File: config.mk
export PLATFORM = sky130hd
export DESIGN_NAME = bp_top
export DESIGN_NICKNAME = d
export VERILOG_FILES = /design/src/common/bp_pkg.sv /design/src/design/init_sweep_fsm.sv /design/src/design/sweep_counter.sv /design/src/predictor/local_pht.sv /design/src/predictor/global_pht.sv /design/src/predictor/choice_table.sv /design/src/design/bp_top.sv
export VERILOG_INCLUDE_DIRS = /design/src /design/src/common
export SDC_FILE = /design/constraint.sdc
export NUM_CORES = 2
export LEC_CHECK = 0
export BUFFER_PORTS_ARGS = -buffer_cell sky130_fd_sc_hd__buf_2
export CAP_MARGIN = 20
export CELL_PAD_IN_SITES_DETAIL_PLACEMENT = 1
export CELL_PAD_IN_SITES_GLOBAL_PLACEMENT = 1
export CORE_UTILIZATION = 40
export CTS_CLUSTER_SIZE = 14
export DETAILED_ROUTE_END_ITERATION = 10
export GPL_ROUTABILITY_DRIVEN = 0
export HOLD_SLACK_MARGIN = 0.02
export PLACE_DENSITY_LB_ADDON = 0.1
export REMOVE_ABC_BUFFERS = 1
export SYNTH_ARGS = -nofsm -noshare
export SYNTH_HDL_FRONTEND = slang
export SYNTH_SLANG_ARGS = --single-unit
File: constraint.sdc
create_clock -name clk -period 11.33 [get_ports clk]
set_clock_uncertainty 0.15 [all_clocks]
set_input_delay 3.399 -clock clk [delete_from_list [all_inputs] [get_ports clk]]
set_output_delay 3.399 -clock clk [all_outputs]
set_load 0.02 [all_outputs]
File: src/common/bp_cfg.svh
`ifndef BP_CFG_SVH
`define BP_CFG_SVH

// table index width, each table holds 2**BP_INDEX_W entries
`define BP_INDEX_W 8

// word-aligned pc
`define BP_ADDR_W 30

// local and global history widths
`define BP_BH_W 16
`define BP_GH_W 32

// weakly not taken / weakly local
`define BP_CTR_INIT 2'b01

`endif

File: src/common/bp_pkg.sv
package bp_pkg;

`include "bp_cfg.svh"

    typedef enum logic [2:0] {
        not_jump      = 3'd0,
        direct_jump   = 3'd1,
        ret           = 3'd4,
        indirect_jump = 3'd5,
        call          = 3'd6,
        jump          = 3'd7
    } kind_t;

    typedef logic [1:0] ctr2_t;

    typedef struct packed {
        logic [`BP_ADDR_W-1:0] pc;
        logic [`BP_BH_W-1:0]   bh;
        logic [`BP_GH_W-1:0]   gh;
        kind_t                 kind;
    } bp_lookup_t;

    // counters seen at prediction time, carried back at execute
    typedef struct packed {
        ctr2_t local_ctr;
        ctr2_t global_ctr;
        ctr2_t choice_ctr;
    } bp_pdch_t;

    typedef struct packed {
        logic     taken;
        logic     choice_g;
        bp_pdch_t pdch;
    } bp_pred_t;

    typedef struct packed {
        logic [`BP_ADDR_W-1:0] pc;
        logic [`BP_BH_W-1:0]   bh;
        logic [`BP_GH_W-1:0]   gh;
        kind_t                 kind;
        logic                  taken_real;
        bp_pdch_t              pdch;
    } bp_update_t;

    function automatic logic [`BP_INDEX_W-1:0] local_index(
        input logic [`BP_ADDR_W-1:0] pc,
        input logic [`BP_BH_W-1:0]   bh
    );
        return pc[`BP_INDEX_W+1:2] ^ bh[`BP_INDEX_W-1:0];
    endfunction

    function automatic logic [`BP_INDEX_W-1:0] global_index(
        input logic [`BP_ADDR_W-1:0] pc,
        input logic [`BP_GH_W-1:0]   gh
    );
        return pc[`BP_INDEX_W+1:2] ^ gh[`BP_INDEX_W-1:0];
    endfunction

    // one saturating step toward up or down
    function automatic ctr2_t ctr_step(input ctr2_t ctr, input logic up);
        if (up) begin
            return (ctr == 2'b11) ? ctr : ctr + 2'd1;
        end
        return (ctr == 2'b00) ? ctr : ctr - 2'd1;
    endfunction

endpackage

File: src/design/init_sweep_fsm.sv
`timescale 1ns/100ps

module init_sweep_fsm (
    input  logic clk,
    input  logic rst_n,
    input  logic sweep_wrap,
    output logic sweep_en,
    output logic init_busy
);

    typedef enum logic {
        st_sweep = 1'b0,
        st_ready = 1'b1
    } state_t;

    state_t state;
    state_t state_nxt;

    always_comb begin
        state_nxt = state;
        case (state)
            st_sweep: begin
                if (sweep_wrap) begin
                    state_nxt = st_ready;
                end
            end
            // stays here until the next reset
            st_ready: state_nxt = st_ready;
            default:  state_nxt = st_sweep;
        endcase
    end

    always_ff @(posedge clk or negedge rst_n) begin
        if (!rst_n) begin
            state <= st_sweep;
        end else begin
            state <= state_nxt;
        end
    end

    assign sweep_en  = (state == st_sweep);
    assign init_busy = (state == st_sweep);

endmodule

File: src/design/sweep_counter.sv
`timescale 1ns/100ps

`include "bp_cfg.svh"

module sweep_counter (
    input  logic                   clk,
    input  logic                   rst_n,
    input  logic                   sweep_en,
    output logic [`BP_INDEX_W-1:0] sweep_idx,
    output logic                   sweep_wrap
);

    logic last_idx;

    assign last_idx = (sweep_idx == {`BP_INDEX_W{1'b1}});

    always_ff @(posedge clk or negedge rst_n) begin
        if (!rst_n) begin
            sweep_idx  <= '0;
            sweep_wrap <= 1'b0;
        end else if (sweep_en) begin
            sweep_idx  <= sweep_idx + `BP_INDEX_W'(1);
            // flags that the last entry has just been written
            sweep_wrap <= last_idx;
        end
    end

endmodule

File: src/predictor/local_pht.sv
`timescale 1ns/100ps

`include "bp_cfg.svh"

module local_pht (
    input  logic                   clk,
    input  logic                   rst_n,
    input  logic                   stall,
    input  bp_pkg::bp_lookup_t     lookup,
    input  logic                   train_en,
    input  bp_pkg::bp_update_t     update,
    input  logic                   sweep_en,
    input  logic [`BP_INDEX_W-1:0] sweep_idx,
    output bp_pkg::ctr2_t          ctr
);

    bp_pkg::ctr2_t          mem [2**`BP_INDEX_W];
    logic [`BP_INDEX_W-1:0] rd_idx;
    logic [`BP_INDEX_W-1:0] wr_idx;
    bp_pkg::ctr2_t          trained;

    assign rd_idx  = bp_pkg::local_index(lookup.pc, lookup.bh);
    assign wr_idx  = bp_pkg::local_index(update.pc, update.bh);
    assign trained = bp_pkg::ctr_step(update.pdch.local_ctr, update.taken_real);

    // sweep has priority, training is blocked then anyway
    always_ff @(posedge clk) begin
        if (sweep_en) begin
            mem[sweep_idx] <= `BP_CTR_INIT;
        end else if (train_en) begin
            mem[wr_idx] <= trained;
        end
    end

    // read register, held while stalled
    always_ff @(posedge clk or negedge rst_n) begin
        if (!rst_n) begin
            ctr <= `BP_CTR_INIT;
        end else if (!stall) begin
            ctr <= mem[rd_idx];
        end
    end

endmodule

File: src/predictor/global_pht.sv
`timescale 1ns/100ps

`include "bp_cfg.svh"

module global_pht (
    input  logic                   clk,
    input  logic                   rst_n,
    input  logic                   stall,
    input  bp_pkg::bp_lookup_t     lookup,
    input  logic                   train_en,
    input  bp_pkg::bp_update_t     update,
    input  logic                   sweep_en,
    input  logic [`BP_INDEX_W-1:0] sweep_idx,
    output bp_pkg::ctr2_t          ctr
);

    bp_pkg::ctr2_t          mem [2**`BP_INDEX_W];
    logic [`BP_INDEX_W-1:0] rd_idx;
    logic [`BP_INDEX_W-1:0] wr_idx;
    bp_pkg::ctr2_t          trained;

    // pc folded with global history
    assign rd_idx  = bp_pkg::global_index(lookup.pc, lookup.gh);
    assign wr_idx  = bp_pkg::global_index(update.pc, update.gh);
    assign trained = bp_pkg::ctr_step(update.pdch.global_ctr, update.taken_real);

    always_ff @(posedge clk) begin
        if (sweep_en) begin
            mem[sweep_idx] <= `BP_CTR_INIT;
        end else if (train_en) begin
            mem[wr_idx] <= trained;
        end
    end

    always_ff @(posedge clk or negedge rst_n) begin
        if (!rst_n) begin
            ctr <= `BP_CTR_INIT;
        end else if (!stall) begin
            ctr <= mem[rd_idx];
        end
    end

endmodule

File: src/predictor/choice_table.sv
`timescale 1ns/100ps

`include "bp_cfg.svh"

module choice_table (
    input  logic                   clk,
    input  logic                   rst_n,
    input  logic                   stall,
    input  bp_pkg::bp_lookup_t     lookup,
    input  logic                   train_en,
    input  bp_pkg::bp_update_t     update,
    input  logic                   sweep_en,
    input  logic [`BP_INDEX_W-1:0] sweep_idx,
    output bp_pkg::ctr2_t          ctr
);

    bp_pkg::ctr2_t          mem [2**`BP_INDEX_W];
    logic [`BP_INDEX_W-1:0] rd_idx;
    logic [`BP_INDEX_W-1:0] wr_idx;
    logic                   disagree;
    logic                   global_right;
    bp_pkg::ctr2_t          trained;

    assign rd_idx = bp_pkg::global_index(lookup.pc, lookup.gh);
    assign wr_idx = bp_pkg::global_index(update.pc, update.gh);

    // nothing to learn when both predictors agreed
    assign disagree     = update.pdch.local_ctr[1] ^ update.pdch.global_ctr[1];
    assign global_right = (update.pdch.global_ctr[1] == update.taken_real);
    assign trained      = bp_pkg::ctr_step(update.pdch.choice_ctr, global_right);

    always_ff @(posedge clk) begin
        if (sweep_en) begin
            mem[sweep_idx] <= `BP_CTR_INIT;
        end else if (train_en && disagree) begin
            mem[wr_idx] <= trained;
        end
    end

    always_ff @(posedge clk or negedge rst_n) begin
        if (!rst_n) begin
            ctr <= `BP_CTR_INIT;
        end else if (!stall) begin
            ctr <= mem[rd_idx];
        end
    end

endmodule

File: src/design/bp_top.sv
`timescale 1ns/100ps

`include "bp_cfg.svh"

module bp_top (
    input  logic               clk,
    input  logic               rst_n,
    input  logic               stall,
    input  bp_pkg::bp_lookup_t lookup,
    input  logic               update_en,
    input  bp_pkg::bp_update_t update,
    output bp_pkg::bp_pred_t   pred,
    output logic               init_busy
);

    logic                   sweep_en;
    logic                   sweep_wrap;
    logic [`BP_INDEX_W-1:0] sweep_idx;
    logic                   train_en;
    bp_pkg::kind_t          kind_q;
    bp_pkg::ctr2_t          local_ctr;
    bp_pkg::ctr2_t          global_ctr;
    bp_pkg::ctr2_t          choice_ctr;
    bp_pkg::ctr2_t          sel_ctr;

    // only direct conditional branches train, and never during init
    assign train_en = update_en && (update.kind == bp_pkg::direct_jump) && !init_busy;

    init_sweep_fsm init_sweep_fsm_inst (
        .clk        (clk),
        .rst_n      (rst_n),
        .sweep_wrap (sweep_wrap),
        .sweep_en   (sweep_en),
        .init_busy  (init_busy)
    );

    sweep_counter sweep_counter_inst (
        .clk        (clk),
        .rst_n      (rst_n),
        .sweep_en   (sweep_en),
        .sweep_idx  (sweep_idx),
        .sweep_wrap (sweep_wrap)
    );

    local_pht local_pht_inst (
        .clk       (clk),
        .rst_n     (rst_n),
        .stall     (stall),
        .lookup    (lookup),
        .train_en  (train_en),
        .update    (update),
        .sweep_en  (sweep_en),
        .sweep_idx (sweep_idx),
        .ctr       (local_ctr)
    );

    global_pht global_pht_inst (
        .clk       (clk),
        .rst_n     (rst_n),
        .stall     (stall),
        .lookup    (lookup),
        .train_en  (train_en),
        .update    (update),
        .sweep_en  (sweep_en),
        .sweep_idx (sweep_idx),
        .ctr       (global_ctr)
    );

    choice_table choice_table_inst (
        .clk       (clk),
        .rst_n     (rst_n),
        .stall     (stall),
        .lookup    (lookup),
        .train_en  (train_en),
        .update    (update),
        .sweep_en  (sweep_en),
        .sweep_idx (sweep_idx),
        .ctr       (choice_ctr)
    );

    // kind follows the counters through the read stage
    always_ff @(posedge clk or negedge rst_n) begin
        if (!rst_n) begin
            kind_q <= bp_pkg::not_jump;
        end else if (!stall) begin
            kind_q <= lookup.kind;
        end
    end

    assign sel_ctr = choice_ctr[1] ? global_ctr : local_ctr;

    // ret, indirect, call and jump always taken
    assign pred.taken = kind_q[2] | ((kind_q == bp_pkg::direct_jump) & sel_ctr[1]);
    assign pred.choice_g        = choice_ctr[1];
    assign pred.pdch.local_ctr  = local_ctr;
    assign pred.pdch.global_ctr = global_ctr;
    assign pred.pdch.choice_ctr = choice_ctr;

endmodule

==> results by stage <==
Route:
- In the final routed layout, each cell accounts on average for 28.6 microns.
- The DRC violation count after routing is 0.
- The final route contains 35,700 vias.
- The routed design has 181,000 microns of wire.
- The detailed-route wire length on metal 1 is 79,800 microns.
- The top routing layer in use is met5.
- The starting DRC count in detailed routing is 2,901.
- The met2 wire length is 88,700 microns.
- The number of search-and-repair iterations in the first detailed-routing pass is 5.
- After detailed routing, the number of vias per cell comes to 5.65.
- The number of routed nets with antenna violations is 0.
- The total length of routed met3 wires is 8360 microns.

Timing:
- The highest attainable clock frequency is 137 MHz.
- The final max-slew violation count is 0.
- Setup violations remaining at the end of the flow were counted as 0.
- Setup repair after global routing left no endpoint under its margin.
- The clock period minus worst slack is 7.31 ns.
- The fraction of the cycle the final worst path needs is 0.646.
- The final hold violation count is 0.
- The tightest slew margin relative to the limit is 0.237.
- The transition time of the tightest slew-check pin is 1.14 ns.

Run status:
- The run finished with clean final reports.

Finish:
- The number of antenna diodes in the final layout is 0.
- The total non-filler cell area in the finished layout is 0.0729 sq mm.
- The filler-free cell count of the finished design is 6,315.
- At the end of the flow, the number of nets in the layout was 4,208.
- Registers take 0.0466 sq mm.
- The proportion of layout cells with a drive suffix above 1 is 0.187.
- In the final layout, the multi-input gates occupy 0.0170 sq mm.
- The filler cell count is 15,200.
- The layout-stage area growth over the synthesis result is 13.1%.

Global route:
- Entering global routing, the biggest net connects 240 pins.
- The number of global-route vias before repair was 38,100.
- The initial antenna violation count is 2.
- After global routing the overflow that remains totals 0.
- The overall routing resource usage is 0.224.
- The global-route wire length before repair is 264,000 microns.

Worst setup path:
- The maximum single-stage delay on the critical path is 0.97 ns.
- The kind of cell with the highest combined delay along the critical path is simple AND/OR/NAND/NOR gates.
- For the worst setup path, the data arrival time is 7.60 ns.
- The critical path capture point type is a flop.
- The slowest stage of the critical path is the sky130_fd_sc_hd__nand3_2 cell.
- The signal on the critical path passes through buf_2, and4bb_2, and2_2, buf_4, nor2_1, a21o_1, nor2_1, nand3_2, nor2_1.
- The sort of element at the start of the critical path is an input port.
- STA puts the critical path data required time at 11.62 ns.
- Counting both buffers and inverters, the worst setup path holds a total of 2.
- The startpoint-to-endpoint class of the critical path is input port to flop.
- The largest fanout on the critical path is 24.
- The critical path's most frequent cell is sky130_fd_sc_hd__nor2_1.

Floorplanning:
- In this run the horizontal extent of the chip is 403 microns.
- The effective utilization at floorplan is 0.405.
- The die area is 0.163 sq mm.
- 182 I/O pins were placed.
- The row count is 146.
- The area inside the core boundary is 0.159 sq mm.
- The height of the die is 403 microns.

Placement:
- The half-perimeter wire length of the detailed placement result is 107,000 microns.
- The cell count after placement is 6,006.
- The cell area after placement is 0.0676 sq mm.
- The count of buffers inserted at the top-level ports is 73.

Yosys:
- In the post-synthesis netlist, the biggest area contributors are sky130_fd_sc_hd__edfxtp_1, sky130_fd_sc_hd__mux4_2, sky130_fd_sc_hd__nor2_1.
- Counting every instance in the synthesized netlist gives 3,933.
- The top cell type's share of synthesized area is 0.715.
- The number of distinct library cells after synthesis is 64.
- After synthesis the netlist holds a flip-flop and latch count of 1,555.
- The number of synthesized flops with an enable pin is 1,536.
- The warning count from the yosys run is 0.
- Among all flip-flop cells after synthesis, the most frequent one is sky130_fd_sc_hd__edfxtp_1.
- Of the synthesized area, sequential elements account for 0.723.
- The async set-reset flop share out of synthesis is 0.0122.
- The cell taking the most area after synthesis is sky130_fd_sc_hd__edfxtp_1.
- The mean post-synth cell area is 16.4 sq um.
- The mapped cell area is 0.0645 sq mm.

Clocking:
- The clock reaches the later pin of the worst-skew pair after 0.77 ns.
- The register clock-pin slew on the reported worst setup and hold paths is 0.06 ns.
- The number of gates resized after CTS was 0.
- Clock tree synthesis inserted a total of 169 buffers.
- The H-tree generated during clock tree synthesis spans 4 levels.
- The clock drives 1,555 sinks.
- No sink is reached through more buffers than the 3 on the longest clock path.
- The CTS tree is yes.
- After clock tree synthesis, the setup repair step added 0 buffers.
- The buffer type at the clock tree root is sky130_fd_sc_hd__clkbuf_16.
- In this run, post-CTS hold repair placed 0 buffers.

Hold path:
- The path type of the worst min-delay path is flop to flop.

Power and ir drop:
- The static power due to leakage is 21.7 nW.
- The power per cell area is 169 mW/mm^2.
- The peak supply drop is 132 uV.
- Power comes to 12.3 mW.

Flow run:
- Max-cap violations in this run came to 0.
[cell usage in the layout, fill, tap and decap left out, types with 13 or more instances in the layout]
cell                        synthesis  layout
sky130_fd_sc_hd__dfrtp_1           16      16
sky130_fd_sc_hd__clkinv_2           0      23
sky130_fd_sc_hd__nand2_1          310     309
sky130_fd_sc_hd__a32oi_1           18      18
sky130_fd_sc_hd__a21oi_1           53      51
sky130_fd_sc_hd__nand3_1          105      94
sky130_fd_sc_hd__o21ai_0           28      26
sky130_fd_sc_hd__a221oi_1          24      24
sky130_fd_sc_hd__a21o_1            13      13
sky130_fd_sc_hd__and3_1            16      16
sky130_fd_sc_hd__nor2_1           843     835
sky130_fd_sc_hd__clkbuf_1         159      52
sky130_fd_sc_hd__mux4_2           323     323
sky130_fd_sc_hd__a31oi_1           29      29
sky130_fd_sc_hd__xnor2_1           35      28
sky130_fd_sc_hd__clkinv_1           0      33
sky130_fd_sc_hd__buf_2             35      73
sky130_fd_sc_hd__clkbuf_16          0     174
sky130_fd_sc_hd__buf_4             26      91
sky130_fd_sc_hd__mux4_1            17      17
sky130_fd_sc_hd__edfxtp_1        1536    1536
sky130_fd_sc_hd__nand4_1           23      23
sky130_fd_sc_hd__a22oi_1           71      71
sky130_fd_sc_hd__mux2i_1           67      67
[report_power, final]
group / leakage [nW] / internal [mW] / switching (mW)
registers: 13.6 / 6.23 / 0.0157
clock network: 2.57 / 3.10 / 2.25
logic: 5.59 / 0.240 / 0.460
total: 21.7 / 9.57 / 2.72
[Yosys cell counts, types with 4 or more instances]
| master | count |
|---|---|
| sky130_fd_sc_hd__a31oi_1 | 29 |
| sky130_fd_sc_hd__o221ai_1 | 9 |
| sky130_fd_sc_hd__nand3b_1 | 6 |
| sky130_fd_sc_hd__edfxtp_1 | 1536 |
| sky130_fd_sc_hd__o31ai_1 | 7 |
| sky130_fd_sc_hd__o2111ai_1 | 12 |
| sky130_fd_sc_hd__a211o_1 | 4 |
| sky130_fd_sc_hd__nor2_1 | 843 |
| sky130_fd_sc_hd__mux4_2 | 323 |
| sky130_fd_sc_hd__a21o_1 | 13 |
| sky130_fd_sc_hd__nor2b_1 | 4 |
| sky130_fd_sc_hd__mux4_1 | 17 |
| sky130_fd_sc_hd__dfrtp_1 | 16 |
| sky130_fd_sc_hd__a32oi_1 | 18 |
| sky130_fd_sc_hd__buf_2 | 35 |
| sky130_fd_sc_hd__nand2_1 | 310 |
| sky130_fd_sc_hd__a22o_1 | 10 |
| sky130_fd_sc_hd__nor3_1 | 8 |
| sky130_fd_sc_hd__inv_1 | 8 |
| sky130_fd_sc_hd__buf_4 | 26 |
| sky130_fd_sc_hd__o211ai_1 | 6 |
| sky130_fd_sc_hd__a221oi_1 | 24 |
| sky130_fd_sc_hd__buf_6 | 15 |
| sky130_fd_sc_hd__nand2b_1 | 9 |
| sky130_fd_sc_hd__o22ai_1 | 6 |
| sky130_fd_sc_hd__a211oi_1 | 8 |
| sky130_fd_sc_hd__xnor2_1 | 35 |
| sky130_fd_sc_hd__a21oi_1 | 53 |
| sky130_fd_sc_hd__mux2i_1 | 67 |
| sky130_fd_sc_hd__buf_1 | 12 |
| sky130_fd_sc_hd__a22oi_1 | 71 |
| sky130_fd_sc_hd__and3_1 | 16 |
| sky130_fd_sc_hd__mux2_2 | 5 |
| sky130_fd_sc_hd__nand4_1 | 23 |
| sky130_fd_sc_hd__nand3_1 | 105 |
| sky130_fd_sc_hd__clkbuf_1 | 159 |
| sky130_fd_sc_hd__o21ai_0 | 28 |
| sky130_fd_sc_hd__xor2_1 | 14 |
[per-stage QoR]
step	setup TNS (ns)	util	hold slack, ns	setup slack [ns]
finish	0	0.458	0.321	4.02
global route	0	0.458	0.348	3.94
CTS	0	0.458	0.323	4.08
detailed placement	0	0.425	0.308	3.28
global placement	0	0.424	0.298	3.28
floorplan	-3151.73	-	0.287	-7.65
[state kept, by name (all words and copies together) (netlist names)]
register                       count
init_sweep_fsm_inst.state          1
sweep_counter_inst.sweep_idx       8
kind_q                             3
global_pht_inst.mem              512
local_pht_inst.ctr                 2
choice_table_inst.ctr              2
local_pht_inst.mem               512
choice_table_inst.mem            512
global_pht_inst.ctr                2
sweep_counter_inst.sweep_wrap      1
[cell type report]
type                       instances  share of cell area
clock buffer                     228              0.0628
clock inverter                    78             0.00970
inverter                           8            0.000412
multi-input combinational       2121               0.233
sequential                      1555               0.639
tap                             2146              0.0368
timing repair buffer             179              0.0179
[metal layers]
metal  track usage  vias to the layer above
met5             0                        -
li1              -                    15500
met1         0.310                    19100
met2         0.372                      810
met3        0.0342                      218
met4        0.0538                        2
[final timing paths]
kind | startpoint | endpoint | slack [ns] | depth (start not counted)
max in group asynchronous | rst_n | sweep_counter_inst.sweep_idx[6] | 7.83 | 1
min | sweep_counter_inst.sweep_wrap | init_sweep_fsm_inst.state | 0.32 | 1
max | update[9] | local_pht_inst.mem[51][0] | 4.02 | 9
min reg2reg | sweep_counter_inst.sweep_wrap | init_sweep_fsm_inst.state | 0.32 | 1
min in group asynchronous | rst_n | local_pht_inst.ctr[1] | 2.59 | 1
max reg2reg | init_sweep_fsm_inst.state | local_pht_inst.mem[51][0] | 6.60 | 8
[worst register-to-register path: stages (launching register included)]
cell and delay [ns]:
sky130_fd_sc_hd__dfrtp_1 0.33, sky130_fd_sc_hd__buf_4 0.27, sky130_fd_sc_hd__and2_2 0.53, sky130_fd_sc_hd__buf_4 0.42, sky130_fd_sc_hd__nor2_1 0.22, sky130_fd_sc_hd__a21o_1 0.21
sky130_fd_sc_hd__nor2_1 0.80, sky130_fd_sc_hd__nand3_2 0.97, sky130_fd_sc_hd__nor2_1 0.49
[cells by family (layout without fill, tap and decap cells)]
group / after synthesis / count (layout) / synth area share
flip-flops: 1555 / 1555 / 0.723
AND/OR/NAND/NOR: 1338 / 1338 / 0.0832
adder cells (fa/ha/maj): 2 / 2 / 0.000349
multiplexers: 412 / 412 / 0.131
buffers and inverters: 257 / 493 / 0.0194
AO/OA/AOI/OAI: 314 / 314 / 0.0346
XOR/XNOR: 55 / 55 / 0.00852
Power figures use the tool's default switching activity.
